$ cat src/usbTxPkg.sv
package usbTxPkg;

  // PID opcodes with their USB codes
  typedef enum logic [3:0] {
    pidOut   = 4'b0001,
    pidIn    = 4'b1001,
    pidData0 = 4'b0011,
    pidAck   = 4'b0010,
    pidNak   = 4'b1010
  } pidType;

  // Packet field widths
  localparam int pidWidth = 4;
  localparam int addrWidth = 7;
  localparam int endpWidth = 4;
  localparam int payloadWidth = 64;

  // Seven zeros then a one, sent MSB first
  localparam logic [7:0] syncPattern = 8'b0000_0001;

  localparam int crc5Width = 5;
  localparam int crc16Width = 16;

  // x^5 + x^2 + 1
  localparam logic [crc5Width-1:0] crc5Poly = 5'b0_0101;

  // x^16 + x^15 + x^2 + 1
  localparam logic [crc16Width-1:0] crc16Poly = 16'h8005;

  // A zero goes in after this many ones in a row
  localparam int stuffRunLength = 6;

  // SE0 bit times at the end of a packet
  localparam int eopSe0Cycles = 2;

endpackage : usbTxPkg
$ cat src/bitStreamIf.sv
`timescale 1ns/1ps

// Unstuffed bit stream from the serializer to the stuffer
interface bitStreamIf;

  logic valid;
  logic dataBit;
  // Final bit of the packet's last field
  logic last;
  // Low for the cycle in which a stuff bit goes out
  logic ready;

  modport source (
    output valid,
    output dataBit,
    output last,
    input  ready
  );

  modport sink (
    input  valid,
    input  dataBit,
    input  last,
    output ready
  );

endinterface : bitStreamIf

$ cat src/bitStuffer.sv
`timescale 1ns/1ps

module bitStuffer
  import usbTxPkg::*;
(
  input  logic     clock,
  input  logic     reset_n,
  bitStreamIf.sink stream,
  output logic     lineValid,
  output logic     lineBit,
  output logic     lineLast
);

  localparam int countWidth = $clog2(stuffRunLength + 1);

  logic [countWidth-1:0] onesCount;
  logic stuffNow;
  logic runComplete;
  logic lastPending;

  // A full run of ones means this cycle carries the stuff zero
  assign stuffNow = (onesCount == countWidth'(stuffRunLength));
  assign stream.ready = !stuffNow;

  // Incoming one that completes the run
  assign runComplete = stream.dataBit &&
                       (onesCount == countWidth'(stuffRunLength - 1));

  always_ff @(posedge clock) begin
    if (!reset_n) begin
      lineValid <= 1'b0;
      lineLast <= 1'b0;
      lastPending <= 1'b0;
      onesCount <= '0;
    end else if (stuffNow) begin
      lineValid <= 1'b1;
      lineLast <= lastPending;
      lastPending <= 1'b0;
      onesCount <= '0;
    end else if (stream.valid) begin
      lineValid <= 1'b1;
      // Last bit waits behind a trailing stuff zero
      lineLast <= stream.last && !runComplete;
      lastPending <= stream.last && runComplete;
      if (stream.last && !runComplete)
        onesCount <= '0;
      else if (stream.dataBit)
        onesCount <= onesCount + 1'b1;
      else
        onesCount <= '0;
    end else begin
      lineValid <= 1'b0;
      lineLast <= 1'b0;
    end
  end

  always_ff @(posedge clock) begin
    if (stuffNow)
      lineBit <= 1'b0;
    else if (stream.valid)
      lineBit <= stream.dataBit;
  end

endmodule : bitStuffer

$ cat src/crcGenerator.sv
`timescale 1ns/1ps

// Serial CRC seeded with all ones
// once the data is in, the inverted residue leaves MSB first
module crcGenerator
  import usbTxPkg::*;
#(
  parameter int               width = crc16Width,
  parameter logic [width-1:0] poly  = crc16Poly
) (
  input  logic clock,
  input  logic reset_n,
  input  logic clear,
  input  logic feed,
  input  logic dataBit,
  input  logic shiftOut,
  output logic residueBit
);

  logic [width-1:0] crcReg;
  logic feedback;

  assign feedback = crcReg[width-1] ^ dataBit;

  // USB sends the complement of the remainder
  assign residueBit = ~crcReg[width-1];

  always_ff @(posedge clock) begin
    if (!reset_n) begin
      crcReg <= '1;
    end else if (clear) begin
      crcReg <= '1;
    end else if (feed) begin
      crcReg <= {crcReg[width-2:0], 1'b0} ^ (feedback ? poly : '0);
    end else if (shiftOut) begin
      // Walk the residue toward the MSB
      crcReg <= {crcReg[width-2:0], 1'b1};
    end
  end

endmodule : crcGenerator

$ cat src/lineDriver.sv
`timescale 1ns/1ps

module lineDriver
  import usbTxPkg::*;
(
  input  logic clock,
  input  logic reset_n,
  input  logic lineValid,
  input  logic lineBit,
  input  logic lineLast,
  output logic dp,
  output logic dm,
  output logic busActive,
  output logic packetDone
);

  localparam int se0CountWidth = $clog2(eopSe0Cycles + 1);

  typedef enum logic [2:0] {dIdle, dData, dSe0A, dSe0B, dJEnd} stateType;

  stateType state;
  logic level;
  logic baseLevel;
  logic nextLevel;
  logic endPending;
  logic [se0CountWidth-1:0] se0Count;

  // Level is 1 for J; each packet starts from J
  assign baseLevel = (state == dIdle) ? 1'b1 : level;
  // NRZI toggles on a zero and holds on a one
  assign nextLevel = lineBit ? baseLevel : ~baseLevel;

  always_ff @(posedge clock) begin
    if (!reset_n) begin
      state <= dIdle;
      level <= 1'b1;
      endPending <= 1'b0;
      se0Count <= '0;
    end else begin
      case (state)
        dIdle: begin
          if (lineValid) begin
            state <= dData;
            level <= nextLevel;
            endPending <= lineLast;
          end
        end
        dData: begin
          if (endPending) begin
            state <= dSe0A;
            endPending <= 1'b0;
            se0Count <= se0CountWidth'(1);
          end else if (lineValid) begin
            level <= nextLevel;
            endPending <= lineLast;
          end
        end
        dSe0A: begin
          state <= dSe0B;
          se0Count <= se0Count + 1'b1;
        end
        dSe0B: begin
          if (se0Count == se0CountWidth'(eopSe0Cycles))
            state <= dJEnd;
          else
            se0Count <= se0Count + 1'b1;
        end
        default: state <= dIdle;
      endcase
    end
  end

  always_comb begin
    case (state)
      dData: begin
        dp = level;
        dm = ~level;
      end
      dSe0A, dSe0B: begin
        dp = 1'b0;
        dm = 1'b0;
      end
      // Idle and end of packet both sit at J
      default: begin
        dp = 1'b1;
        dm = 1'b0;
      end
    endcase
  end

  assign busActive = (state != dIdle);
  assign packetDone = (state == dJEnd);

endmodule : lineDriver

$ cat src/packetSerializer.sv
`timescale 1ns/1ps

module packetSerializer
  import usbTxPkg::*;
#(
  parameter logic [crc5Width-1:0]  crc5Poly  = usbTxPkg::crc5Poly,
  parameter logic [crc16Width-1:0] crc16Poly = usbTxPkg::crc16Poly
) (
  input  logic                    clock,
  input  logic                    reset_n,
  input  logic                    start,
  input  pidType                  pid,
  input  logic [addrWidth-1:0]    addr,
  input  logic [endpWidth-1:0]    endp,
  input  logic [payloadWidth-1:0] payload,
  bitStreamIf.source              stream
);

  localparam int countWidth = $clog2(payloadWidth + 1);
  localparam int syncWidth = $bits(syncPattern);

  typedef enum logic [2:0] {
    sIdle, sSync, sPid, sAddr, sEndp, sPayload, sCrc5, sCrc16
  } stateType;

  stateType state;
  stateType nextState;
  logic [payloadWidth-1:0] shiftReg;
  logic [payloadWidth-1:0] loadField;
  logic [countWidth-1:0] bitsLeft;
  logic [countWidth-1:0] loadCount;
  logic load;
  logic [syncWidth-1:0] syncLsbFirst;
  logic [pidWidth-1:0] pidBits;
  logic accept;
  logic fieldDone;
  logic handshake;
  logic crc5Feed;
  logic crc5Shift;
  logic crc5Bit;
  logic crc16Feed;
  logic crc16Shift;
  logic crc16Bit;

  // SYNC goes out MSB first, so flip it and shift everything right
  assign syncLsbFirst = {<<{syncPattern}};
  assign pidBits = pid;
  assign accept = stream.valid && stream.ready;
  assign fieldDone = (bitsLeft == countWidth'(1));
  assign handshake = !(pid inside {pidOut, pidIn, pidData0});

  assign crc5Feed = accept && ((state == sAddr) || (state == sEndp));
  assign crc5Shift = accept && (state == sCrc5);
  assign crc16Feed = accept && (state == sPayload);
  assign crc16Shift = accept && (state == sCrc16);

  assign stream.valid = (state != sIdle);
  assign stream.last = fieldDone &&
                       ((state == sCrc5) || (state == sCrc16) ||
                        ((state == sPid) && handshake));

  always_comb begin
    case (state)
      sCrc5:   stream.dataBit = crc5Bit;
      sCrc16:  stream.dataBit = crc16Bit;
      default: stream.dataBit = shiftReg[0];
    endcase
  end

  // Picks the next field once the current one has gone out
  always_comb begin
    nextState = state;
    load = 1'b0;
    loadField = '0;
    loadCount = '0;
    case (state)
      sIdle: begin
        if (start) begin
          nextState = sSync;
          load = 1'b1;
          loadField[syncWidth-1:0] = syncLsbFirst;
          loadCount = countWidth'(syncWidth);
        end
      end
      sSync: begin
        if (accept && fieldDone) begin
          nextState = sPid;
          load = 1'b1;
          loadField[2*pidWidth-1:0] = {~pidBits, pidBits};
          loadCount = countWidth'(2 * pidWidth);
        end
      end
      sPid: begin
        if (accept && fieldDone) begin
          load = !handshake;
          case (pid)
            pidOut, pidIn: begin
              nextState = sAddr;
              loadField[addrWidth-1:0] = addr;
              loadCount = countWidth'(addrWidth);
            end
            pidData0: begin
              nextState = sPayload;
              loadField = payload;
              loadCount = countWidth'(payloadWidth);
            end
            // Handshakes end right after the PID
            default: nextState = sIdle;
          endcase
        end
      end
      sAddr: begin
        if (accept && fieldDone) begin
          nextState = sEndp;
          load = 1'b1;
          loadField[endpWidth-1:0] = endp;
          loadCount = countWidth'(endpWidth);
        end
      end
      sEndp: begin
        if (accept && fieldDone) begin
          nextState = sCrc5;
          load = 1'b1;
          loadCount = countWidth'(crc5Width);
        end
      end
      sPayload: begin
        if (accept && fieldDone) begin
          nextState = sCrc16;
          load = 1'b1;
          loadCount = countWidth'(crc16Width);
        end
      end
      default: begin
        if (accept && fieldDone)
          nextState = sIdle;
      end
    endcase
  end

  always_ff @(posedge clock) begin
    if (!reset_n) begin
      state <= sIdle;
      bitsLeft <= '0;
    end else begin
      state <= nextState;
      if (load)
        bitsLeft <= loadCount;
      else if (accept)
        bitsLeft <= bitsLeft - 1'b1;
    end
  end

  always_ff @(posedge clock) begin
    if (load)
      shiftReg <= loadField;
    else if (accept)
      shiftReg <= shiftReg >> 1;
  end

  crcGenerator #(.width(crc5Width), .poly(crc5Poly)) crc5 (
    .clock,
    .reset_n,
    .clear      (start),
    .feed       (crc5Feed),
    .dataBit    (shiftReg[0]),
    .shiftOut   (crc5Shift),
    .residueBit (crc5Bit)
  );

  crcGenerator #(.width(crc16Width), .poly(crc16Poly)) crc16 (
    .clock,
    .reset_n,
    .clear      (start),
    .feed       (crc16Feed),
    .dataBit    (shiftReg[0]),
    .shiftOut   (crc16Shift),
    .residueBit (crc16Bit)
  );

endmodule : packetSerializer

$ cat src/usbHostTx.sv
`timescale 1ns/1ps

module usbHostTx
  import usbTxPkg::*;
#(
  parameter logic [crc5Width-1:0]  crc5Poly  = usbTxPkg::crc5Poly,
  parameter logic [crc16Width-1:0] crc16Poly = usbTxPkg::crc16Poly
) (
  input  logic                    clock,
  input  logic                    reset_n,
  input  logic                    req,
  input  pidType                  pid,
  input  logic [addrWidth-1:0]    addr,
  input  logic [endpWidth-1:0]    endp,
  input  logic [payloadWidth-1:0] payload,
  output logic                    ack,
  output logic                    dp,
  output logic                    dm,
  output logic                    busActive
);

  typedef enum logic [1:0] {rIdle, rSending, rAcked} reqStateType;

  reqStateType reqState;
  pidType pidReg;
  logic [addrWidth-1:0] addrReg;
  logic [endpWidth-1:0] endpReg;
  logic [payloadWidth-1:0] payloadReg;
  logic start;
  logic lineValid;
  logic lineBit;
  logic lineLast;
  logic packetDone;

  bitStreamIf stream ();

  // req can only be high in idle once the previous ack has dropped
  assign start = (reqState == rIdle) && req;
  assign ack = (reqState == rAcked);

  always_ff @(posedge clock) begin
    if (start) begin
      pidReg <= pid;
      addrReg <= addr;
      endpReg <= endp;
      payloadReg <= payload;
    end
  end

  always_ff @(posedge clock) begin
    if (!reset_n) begin
      reqState <= rIdle;
    end else begin
      case (reqState)
        rIdle:    if (req) reqState <= rSending;
        rSending: if (packetDone) reqState <= rAcked;
        rAcked:   if (!req) reqState <= rIdle;
        default:  reqState <= rIdle;
      endcase
    end
  end

  packetSerializer #(.crc5Poly(crc5Poly), .crc16Poly(crc16Poly)) serializer (
    .clock,
    .reset_n,
    .start,
    .pid     (pidReg),
    .addr    (addrReg),
    .endp    (endpReg),
    .payload (payloadReg),
    .stream  (stream.source)
  );

  bitStuffer stuffer (
    .clock,
    .reset_n,
    .stream (stream.sink),
    .lineValid,
    .lineBit,
    .lineLast
  );

  lineDriver driver (
    .clock,
    .reset_n,
    .lineValid,
    .lineBit,
    .lineLast,
    .dp,
    .dm,
    .busActive,
    .packetDone
  );

endmodule : usbHostTx

$ cat config.mk
export PLATFORM = sky130hd
export DESIGN_NAME = usbHostTx
export DESIGN_NICKNAME = d
export VERILOG_FILES = /design/src/usbTxPkg.sv /design/src/bitStreamIf.sv /design/src/bitStuffer.sv /design/src/crcGenerator.sv /design/src/lineDriver.sv /design/src/packetSerializer.sv /design/src/usbHostTx.sv
export SDC_FILE = /design/constraint.sdc
export NUM_CORES = 1
export LEC_CHECK = 0
export BUFFER_PORTS_ARGS = -buffer_cell sky130_fd_sc_hd__buf_2
export CORE_MARGIN = 2
export CORE_UTILIZATION = 40
export DETAILED_ROUTE_END_ITERATION = 6
export REMOVE_ABC_BUFFERS = 1
export SLEW_MARGIN = 20
export SYNTH_ARGS = -nofsm -noshare
export SYNTH_HDL_FRONTEND = slang
export SYNTH_SLANG_ARGS = --single-unit
$ cat constraint.sdc
create_clock -name clock -period 6.04 [get_ports clock]
set_input_delay 0.604 -clock clock [delete_from_list [all_inputs] [get_ports clock]]
set_output_delay 0.604 -clock clock [all_outputs]
set_load 0.1 [all_outputs]
### Word level (Yosys, flattened, before mapping)

Cells that the tools add are included.

| word-level totals | value |
|---|---|
| register bits | 190 |
| word-level logic and storage cells | 176 |

| operators by class | value |
|---|---|
| $add $sub $neg | 3 |
| eq/ne operators | 34 |
| mux-type cells | 69 |
| bitwise logic cells | 10 |
| reduce and logical (&&, ||, !) cells | 41 |

Operators by type and width:

| kind | number |
|---|---|
| $mux W64 | 3 |
| $mux W57 | 1 |
| $mux W56 | 1 |
| $mux W16 | 3 |
| $mux W3 | 15 |
| $pmux W7 S6 | 1 |
| $pmux W7 S2 | 2 |
| $eq A3 B3 Y1 const B | 7 |
| $mux W7 | 3 |
| $ne A2 B2 Y1 const B | 10 |
| $pmux W3 S6 | 1 |
| $mux W8 | 2 |
| $pmux W4 S4 | 1 |
| $xor A16 B16 Y16 | 1 |
| $mux W1 | 15 |
| $mux W5 | 3 |
| $eq A3 B2 Y1 const B | 4 |
| $logic_and A1 B1 Y1 | 12 |
| $mux W4 | 3 |
| $pmux W2 S3 | 2 |
| $pmux W3 S4 | 1 |
| $pmux W4 S3 | 1 |
| $reduce_bool A3 Y1 | 4 |
| $mux W2 | 5 |
| other kinds (28) | 56 |

### Longest topological paths before layout

Gate-level depths: netlist of run 1.

| depth | value |
|---|---|
| depth in word-level cells | 9 |
| mapped depth | 10 |
| gate-level depth less buffers | 8 |

### By module

Synthesis of run 1 repeated with hierarchy kept, for this count alone.

| second synthesis, totals | value |
|---|---|
| cell total of the unflattened synthesis | 556 |
| area total of the unflattened synthesis | 7606.0 µm² |

Modules (own cells, without submodules):

| module | times used | cells each | area each (µm²) | sequential area each (µm²) |
|---|---|---|---|---|
| packetSerializer | 1 | 273 | 3482.1 | 2122.0 |
| usbHostTx | 1 | 90 | 2476.1 | 2412.3 |
| crcGenerator at serializer.crc16 | 1 | 80 | 681.9 | 320.3 |
| lineDriver | 1 | 45 | 370.4 | 140.1 |
| bitStuffer | 1 | 40 | 351.6 | 140.1 |
| crcGenerator at serializer.crc5 | 1 | 28 | 244.0 | 100.1 |

### Least setup slack after synthesis of run 1

No wires, ideal clock.

| timing | value |
|---|---|
| path type | input -> register |
| start point | in req |
| end point | reg serializer.bitsLeft[0] |
| library setup time | 120 ps |
| arrival time | 5996 ps |
| data required time | 5920 ps |
| setup slack | -76 ps |
| stages | 5 |
| path buffers | 0 |
| path through | nor3b_2 > a21oi_1 > inv_1 > nor2_1 > o31a_1 |

| on the way | value |
|---|---|
| longest elaborated chain between the ends | 4 |
| elaborated cells between the ends (all ways) | 5 |
| those cells by class | mux: 3; reduce/logical: 2 |

Ends and longest elaborated chain:

| item | line | text |
|---|---|---|
| start: declaration | usbHostTx.sv:11 | `input logic req,` |
| $logic_and A1 B1 Y1 * | usbHostTx.sv:38 | `assign start = (reqState == rIdle) && req;` |
| $mux W1 * | packetSerializer.sv:78 | `if (start) begin` |
| $pmux W1 S3 * | packetSerializer.sv:76 | `case (state)` |
| $mux W7 / $reduce_bool A2 Y1 (equally long branches) | -- |  |
| end signal: assignment | packetSerializer.sv:148 | `bitsLeft <= loadCount;` |
| end signal: assignment | packetSerializer.sv:150 | `bitsLeft <= bitsLeft - 1'b1;` |
| end: declaration | packetSerializer.sv:30 | `logic [countWidth-1:0] bitsLeft;` |

Mark *: on every way between the ends. The rest lies on a longest branch, timed or not.
A chain may end at the register's enable or synchronous reset.

### Final worst setup path of run 1

| timing | value |
|---|---|
| start point | reg serializer.state[2] |
| end point | reg serializer.shiftReg[7], data pin |

| on the way | value |
|---|---|
| longest elaborated chain between the ends | 6 |
| elaborated cells between the ends (all ways) | 17 |
| those cells by class | eq/ne: 5; mux: 7; reduce/logical: 5 |

Ends and longest elaborated chain:

| item | line | text |
|---|---|---|
| start: declaration | packetSerializer.sv:26 | `stateType state;` |
| start signal: assignment | packetSerializer.sv:143 | `state <= sIdle;` |
| start signal: assignment | packetSerializer.sv:146 | `state <= nextState;` |
| $reduce_bool A3 Y1 | packetSerializer.sv:57 | `assign stream.valid = (state != sIdle);` |
| $logic_and A1 B1 Y1 | packetSerializer.sv:48 | `assign accept = stream.valid && stream.ready;` |
| $logic_and A1 B1 Y1 | -- |  |
| $mux W64, or another cell as far along | packetSerializer.sv:94 | `if (accept && fieldDone) begin` |
| $pmux W4 S3 / $pmux W1 S3 (equally long branches) | packetSerializer.sv:76 |  |
| $mux W64 * | packetSerializer.sv:155 | `if (load)` |
| end signal: assignment | packetSerializer.sv:156 | `shiftReg <= loadField;` |
| end signal: assignment | packetSerializer.sv:158 | `shiftReg <= shiftReg >> 1;` |
| end: declaration | packetSerializer.sv:28 | `logic [payloadWidth-1:0] shiftReg;` |

Marked as above.

==> impl_results.md, run 1 <==
- Clock-pin slew on the worst setup and hold paths: 70 ps
- Met3 Routed Length: 513 um
- Clock power share: 36.3%
- Top layer in use: met4
- Vias per std cell: 5.274
- Share of cells above drive strength 1: 19.97%
- Critical Path Source Type: flop
- Antenna violations before repair: 0
- Distinct cell type count after synthesis: 58
- Hold WC Path Type: primary input to flop
- Die footprint: 0.02004 mm^2
- Total chip power: 2936 uW
- Clock Path Buffers: 2
- FMAX: 338.3 MHz
- Io pins: 86
- CTS Root Cell: clkbuf_16
- Post-Synthesis Cells: 555
- # clock sinks: 190
- Setup repair bufs after CTS: 0
- H-tree levels: 4
- Initial Util: 40.59%
- Die W: 141.5 um
- Sw Share: 22.53%
- RePlAce Congestion: 0.8283
- Met2 wire length: 6.600 mm
- Post_cts resized: 0
- Drt total wl: 14.01 mm
- Setup crit end kind: flop
- Final period util: 48.94%
- Met1 WL: 6.706 mm
- Setup violations, final: 0
- Net Sw Power: 661.5 uW
- Worst EP arrival: 3120 ps
- Synthesized area per cell: 13.63 um^2
- Post-Syn Area: 0.007567 mm^2
- Slew HR: 32.62%
- Reg power frac: 54.9%
- Sequential area share after synthesis: 69.18%
- Yosys warns: 0
- Synth area leader: edfxtp_1
- Residual DRC count: 0
- Post-synth EDFFs: 143
- PwrDens: 336.0 mW/mm^2
- Req. time, crit path: 6210 ps
- Chip Height: 141.5 um
- Top post-synthesis cells by area: edfxtp_1 57%, dfxtp_1 12%, a22o_1 6.4%, nand2_1 3.2%, mux2i_1 1.6%
- RSZ-0062 raised after global routing: false
- Status: completed
- First-pass GRT wire length: 23.25 mm
- Cell area after layout: 0.008737 mm^2
- Layout Nets: 721
- Iter 0 DRT Violations: 314
- Critical path fanouts, max: 51
- Setup CP Type: flop to flop
- Total CTS buffers: 17
- Global route overflow: 0
- Worst-Skew Late Latency: 420 ps
- Area growth syn-to-layout: 15.46%
- Row count: 50
- Vias in the first global route: 4,595
- CTS tree: done
- Gate power share: 8.8%
- DP Area: 0.008182 mm^2
- Max-slew violations: 0
- Antenna Cells: 0
- Cell Int Power: 2275 uW
- Synth top area share: 56.75%
- Pleak: 0.003226 uW
- DP HPWL: 9.027 mm
- Fin. Hold Viols: 0
- Core area: 0.01864 mm^2
- Total GRT Usage: 14.66%
- Setup slack, reg-to-reg: 3080 ps
- Routed Antenna Nets: 0
- Top_reg_cell synth: edfxtp_1
- Avg WL per Cell: 15.92 um
- Max Cap Viol: 0
- Number of hold buffers added after CTS: 0
- Actual slew at the worst max-slew pin: 1011 ps
- Largest net degree at the start of global routing: 81
- Worst Clk Skew: 9.795 ps
- Max rail drop VDD: 0.0001994 V
- Pre-Repair DR Iteration Count: 6
- Synth async-reset ratio: 0%
- Via count: 4,641
- Fin crit period: 2956 ps
- Register bit total from synthesis: 190
- IO Port Bufs: 85
flip-flops by register name, indices dropped and copies added (netlist names):
register                 cells
stuffer.lineLast             1
driver.level                 1
reqState                     2
stuffer.lineBit              1
serializer.shiftReg         64
driver.se0Count              2
pidReg                       4
driver.state                 3
serializer.crc16.crcReg     16
driver.endPending            1
stuffer.onesCount            3
serializer.bitsLeft          7
payloadReg                  64
addrReg                      7
serializer.state             3
stuffer.lineValid            1
endpReg                      4
serializer.crc5.crcReg       5
stuffer.lastPending          1
area by class of cell:
| cell class | instances | area, um^2 |
|---|---|---|
| flip-flops and latches | 190 | 5235 |
| inverters | 11 | 41.29 |
| multi-input cells | 322 | 2142 |
| clock inverters | 13 | 122.6 |
| repair buffers | 91 | 470.5 |
| clock buffers | 19 | 432.9 |
| well taps | 234 | 292.8 |
| fillers | 1668 | 9906 |
logic make-up (layout without fill, tap and decap cells):
group	after synthesis	after routing	synth area share (%)
DFF	190	190	69.18
and+or+nand+nor	172	172	12.04
AOI/OAI and AO/OA	124	124	12.63
buffers and inverters	43	134	2.612
muxes	13	13	1.736
xor gates and xnor gates	7	7	0.8102
adders and majority gates	6	6	0.9920
per-stage QoR:
step | util [%] | hold WS, ps | setup WS (ps) | setup TNS (ps) | cells
6_report | 46.87 | 352.0 | 3084 | 0 | 880
5_1_grt | 46.87 | 330.6 | 2872 | 0 | 880
4_1_cts | 46.87 | 332.3 | 3103 | 0 | 880
3_5_place_dp | 43.89 | 450.9 | 3114 | 0 | 848
3_3_place_gp | 43.89 | 448.2 | 3214 | 0 | 848
2_1_floorplan | - | 435.7 | -75.69 | -169.4 | 523
routing by layer:
metal  vias to the layer above  GRT usage, %
met2                       131         22.79
met4                         0         5.263
met5                         -             0
met3                        15         3.037
met1                      2240         20.52
li1                       2255             -
Yosys cell counts, types with 6 or more instances:
cell type and n:
nor3_1 6, dfxtp_1 47, o21ai_0 11, a22o_1 55, nand3_1 24, a21oi_1 14, buf_2 14, o211ai_1 6
inv_1 11, nand2_1 65, nor2_1 25, nor2b_1 11, ha_1 6, edfxtp_1 143, clkbuf_1 14, mux2i_1 12
and2_1 6
layout by cell type (no fill, tap or decap), types with 4 or more instances in the layout:
cell type	n
o21ai_0	11
xnor2_1	4
nor2b_1	11
and2_1	6
ha_1	6
a22oi_1	4
buf_2	85
nand2b_1	5
a221oi_1	5
a21oi_1	14
a22o_1	55
dfxtp_1	47
mux2i_1	12
clkbuf_16	17
inv_1	10
edfxtp_1	143
buf_4	6
nand2_1	65
nor2_1	25
nand3_1	24
nor3b_1	5
nor3_1	6
o211ai_1	6
power groups by stage:
stage	logic, uW	clock network [uW]	registers [uW]
finish	259	1060	1610
global route	288	1140	1620
CTS	262	1090	1610
detailed placement	263	0	1640
global placement	248	0	1640
floorplan	184	0	1620
worst max-delay path, cell delays in order (launching register included):
cell and delay, ps:
dfxtp_1 790, or3_1 380, nand4_4 180, a221o_2 570
buf_4 350, a221o_1 400
worst paths after layout:
kind | start | to | cells after the start
worst min register to register | stuffer.lastPending$_SDFFE_PP0N_ | stuffer.lastPending$_SDFFE_PP0N_ | 2
worst max register to register | serializer.state[2]$_SDFFE_PN0P_ | serializer.shiftReg[7]$_DFFE_PP_ | 5
worst max-delay path | serializer.state[2]$_SDFFE_PN0P_ | serializer.shiftReg[7]$_DFFE_PP_ | 5
worst min-delay path | payload[51] | payloadReg[51]$_DFFE_PP_ | 1
(Power assumes the default switching activity.)
==> run 2: changes to the inputs <==
Clock period 6.04 ns to 2.7 ns, I/O delays scaled along.
==> impl_results.md, run 2 (synthesized netlist as in run 1, its figures left out) <==
- Die footprint: 0.02004 mm^2 (unchanged)
- Drt total wl: 14.38 mm (+2.6%)
- Most frequent cells in the layout: 143 x edfxtp_1, 85 x buf_2, 65 x nand2_1
- Setup crit end kind: flop
- Largest net degree at the start of global routing: 81 (unchanged)
- Pre-Repair DR Iteration Count: 5 (-1)
- Setup CP Type: flop to flop
- Io pins: 86 (unchanged)
- Max-slew violations: 0 (unchanged)
- Die W: 141.5 um (unchanged)
- CTS Root Cell: clkbuf_16
- Hold WC Path Type: primary input to flop
- RSZ-0062 raised after global routing: false
- CTS tree: done
- Avg WL per Cell: 15.82 um (-0.65%)
- First-pass GRT wire length: 23.78 mm (+2.3%)
- Status: completed
- Via count: 4,819 (+3.8%)
- Worst EP arrival: 2440 ps (-680 ps)
- Routed Antenna Nets: 0 (unchanged)
- Row count: 50 (unchanged)
- Cell area after layout: 0.009101 mm^2 (+4.2%)
- # clock sinks: 190 (unchanged)
- Area growth syn-to-layout: 20.27%
- Initial Util: 40.59% (unchanged)
- Sequential Area: 0.005235 mm^2 (unchanged)
- Clock Path Buffers: 2 (unchanged)
- Total GRT Usage: 14.98% (+0.32 points)
- Slew HR: 31.05% (-1.6 points)
- Fillers: 1,617 (-3.1%)
- Delay of the slowest cell on the worst path: 430 ps (-360 ps)
- Crit-path cells: inv_1 -> ha_1 -> nand2_1 -> nand4_4 -> a221o_2 -> buf_4 -> a22o_1
- Chip Height: 141.5 um (unchanged)
- Total CTS buffers: 17 (unchanged)
- DP Area: 0.008264 mm^2 (+1.0%)
- Fin crit period: 2257 ps (-698.9 ps)
- Share of cells above drive strength 1: 20.44% (+0.48 points)
- Total chip power: 6803 uW (+130%)
- Worst Clk Skew: 9.666 ps (-0.1298 ps)
- Req. time, crit path: 2880 ps (-3330 ps)
- Final period util: 83.59% (+35 points)
- Met1 WL: 6.701 mm (about the same)
- Residual DRC count: 0 (unchanged)
- Core area: 0.01864 mm^2 (unchanged)
- Worst-Skew Late Latency: 430 ps (about the same)
- Met3 Routed Length: 550 um (+7.2%)
- DP HPWL: 9.119 mm (+1.0%)
- Max Cap Viol: 0 (unchanged)
- Layout Nets: 750 (+4.0%)
- Setup slack, reg-to-reg: 440 ps (-2640 ps)
- PwrDens: 747.4 mW/mm^2 (+120%)
- FMAX: 443.1 MHz (+31%)
- IO Port Bufs: 85 (unchanged)
- Actual slew at the worst max-slew pin: 1034 ps (+23.69 ps)
- Antenna violations before repair: 0 (unchanged)
- H-tree levels: 4 (unchanged)
- Critical Path Source Type: flop
- Slowest cell on crit path: a221o_2
- Commonest non-fill, non-tap cell in the layout: edfxtp_1
- Pleak: 0.003391 uW (+5.1%)
- Met2 wire length: 6.896 mm (+4.5%)
- Critical path fanouts, max: 32 (-37%)
- Setup repair bufs after CTS: 0 (unchanged)
- Setup violations, final: 0 (unchanged)
- Vias in the first global route: 4,688 (+2.0%)
- Area occupied by multi-input gates: 0.002142 mm^2 (unchanged)
- Vias per std cell: 5.301 (+0.52%)
- Max rail drop VDD: 0.0004802 V (+140%)
- Global route overflow: 0 (unchanged)
- Top layer in use: met4
- Iter 0 DRT Violations: 271 (-14%)
- Antenna Cells: 0 (unchanged)
- Largest registers: payloadReg x64, serializer.shiftReg x64, serializer.crc16.crcReg x16
- RePlAce Congestion: 0.8743 (+5.6%)
- Fin. Hold Viols: 0 (unchanged)
- Clock-pin slew on the worst setup and hold paths: 70 ps (about the same)
[run 2: timing repair]
| action | 4_1_cts | 5_1_grt |
|---|---|---|
| hold endpoints to repair | 17 | 6 |
| hold buffers | 17 | 6 |
| resized for setup | 0 | 0 |
[run 2: path summary, 6_finish.rpt]
| path | from | cells after the start | end |
|---|---|---|---|
| setup / recovery | stuffer.onesCount[0]$_SDFFE_PP0N_ | 7 | serializer.shiftReg[42]$_DFFE_PP_ |
| hold / removal | payload[34] | 1 | payloadReg[34]$_DFFE_PP_ |
| setup reg to reg | stuffer.onesCount[0]$_SDFFE_PP0N_ | 7 | serializer.shiftReg[42]$_DFFE_PP_ |
| hold reg to reg | stuffer.lastPending$_SDFFE_PP0N_ | 2 | stuffer.lastPending$_SDFFE_PP0N_ |
[run 2: power by group]
group	leakage, uW	switching, uW	internal [uW]
clock	0.000289	1180	1400
sequential	0.00177	120	3480
combinational	0.00133	332	298
total	0.00339	1630	5170
[run 2: area by class of cell]
| type | instances | area share (%) |
|---|---|---|
| multi-input combinational | 322 | 23.54 |
| inverter | 11 | 0.4537 |
| clock inverter | 15 | 1.993 |
| timing repair buffer | 120 | 8.606 |
| clock buffer | 17 | 4.674 |
| sequential | 190 | 57.52 |
| tap | 234 | 3.217 |
[run 2: through the flow]
stage	utilization, %	hold WS [ps]	setup TNS (ps)	instances	setup slack, ps
global placement	44.33	446.2	0	854	477.0
finish	48.82	10.26	0	909	443.0
floorplan	-	346.2	-548720	523	-3211
global route	48.82	0.05460	0	909	219.8
CTS	48.50	0.1470	0	903	385.0
detailed placement	44.33	448.3	0	854	389.2
[run 2: worst max-delay path: cells and delay by family, from the launching register on]
kind | cells | cell delay, ps
and+or+nand+nor | 2 | 340
buffers and inverters | 2 | 320
DFF | 1 | 380
AOI/OAI and AO/OA | 2 | 700
adders and majority gates | 1 | 250
[run 2: per-layer routing]
metal	track usage [%]	up-vias
met3	3.307	17
met2	24.53	122
li1	-	2311
met1	19.93	2369
met4	4.947	0
met5	0	-
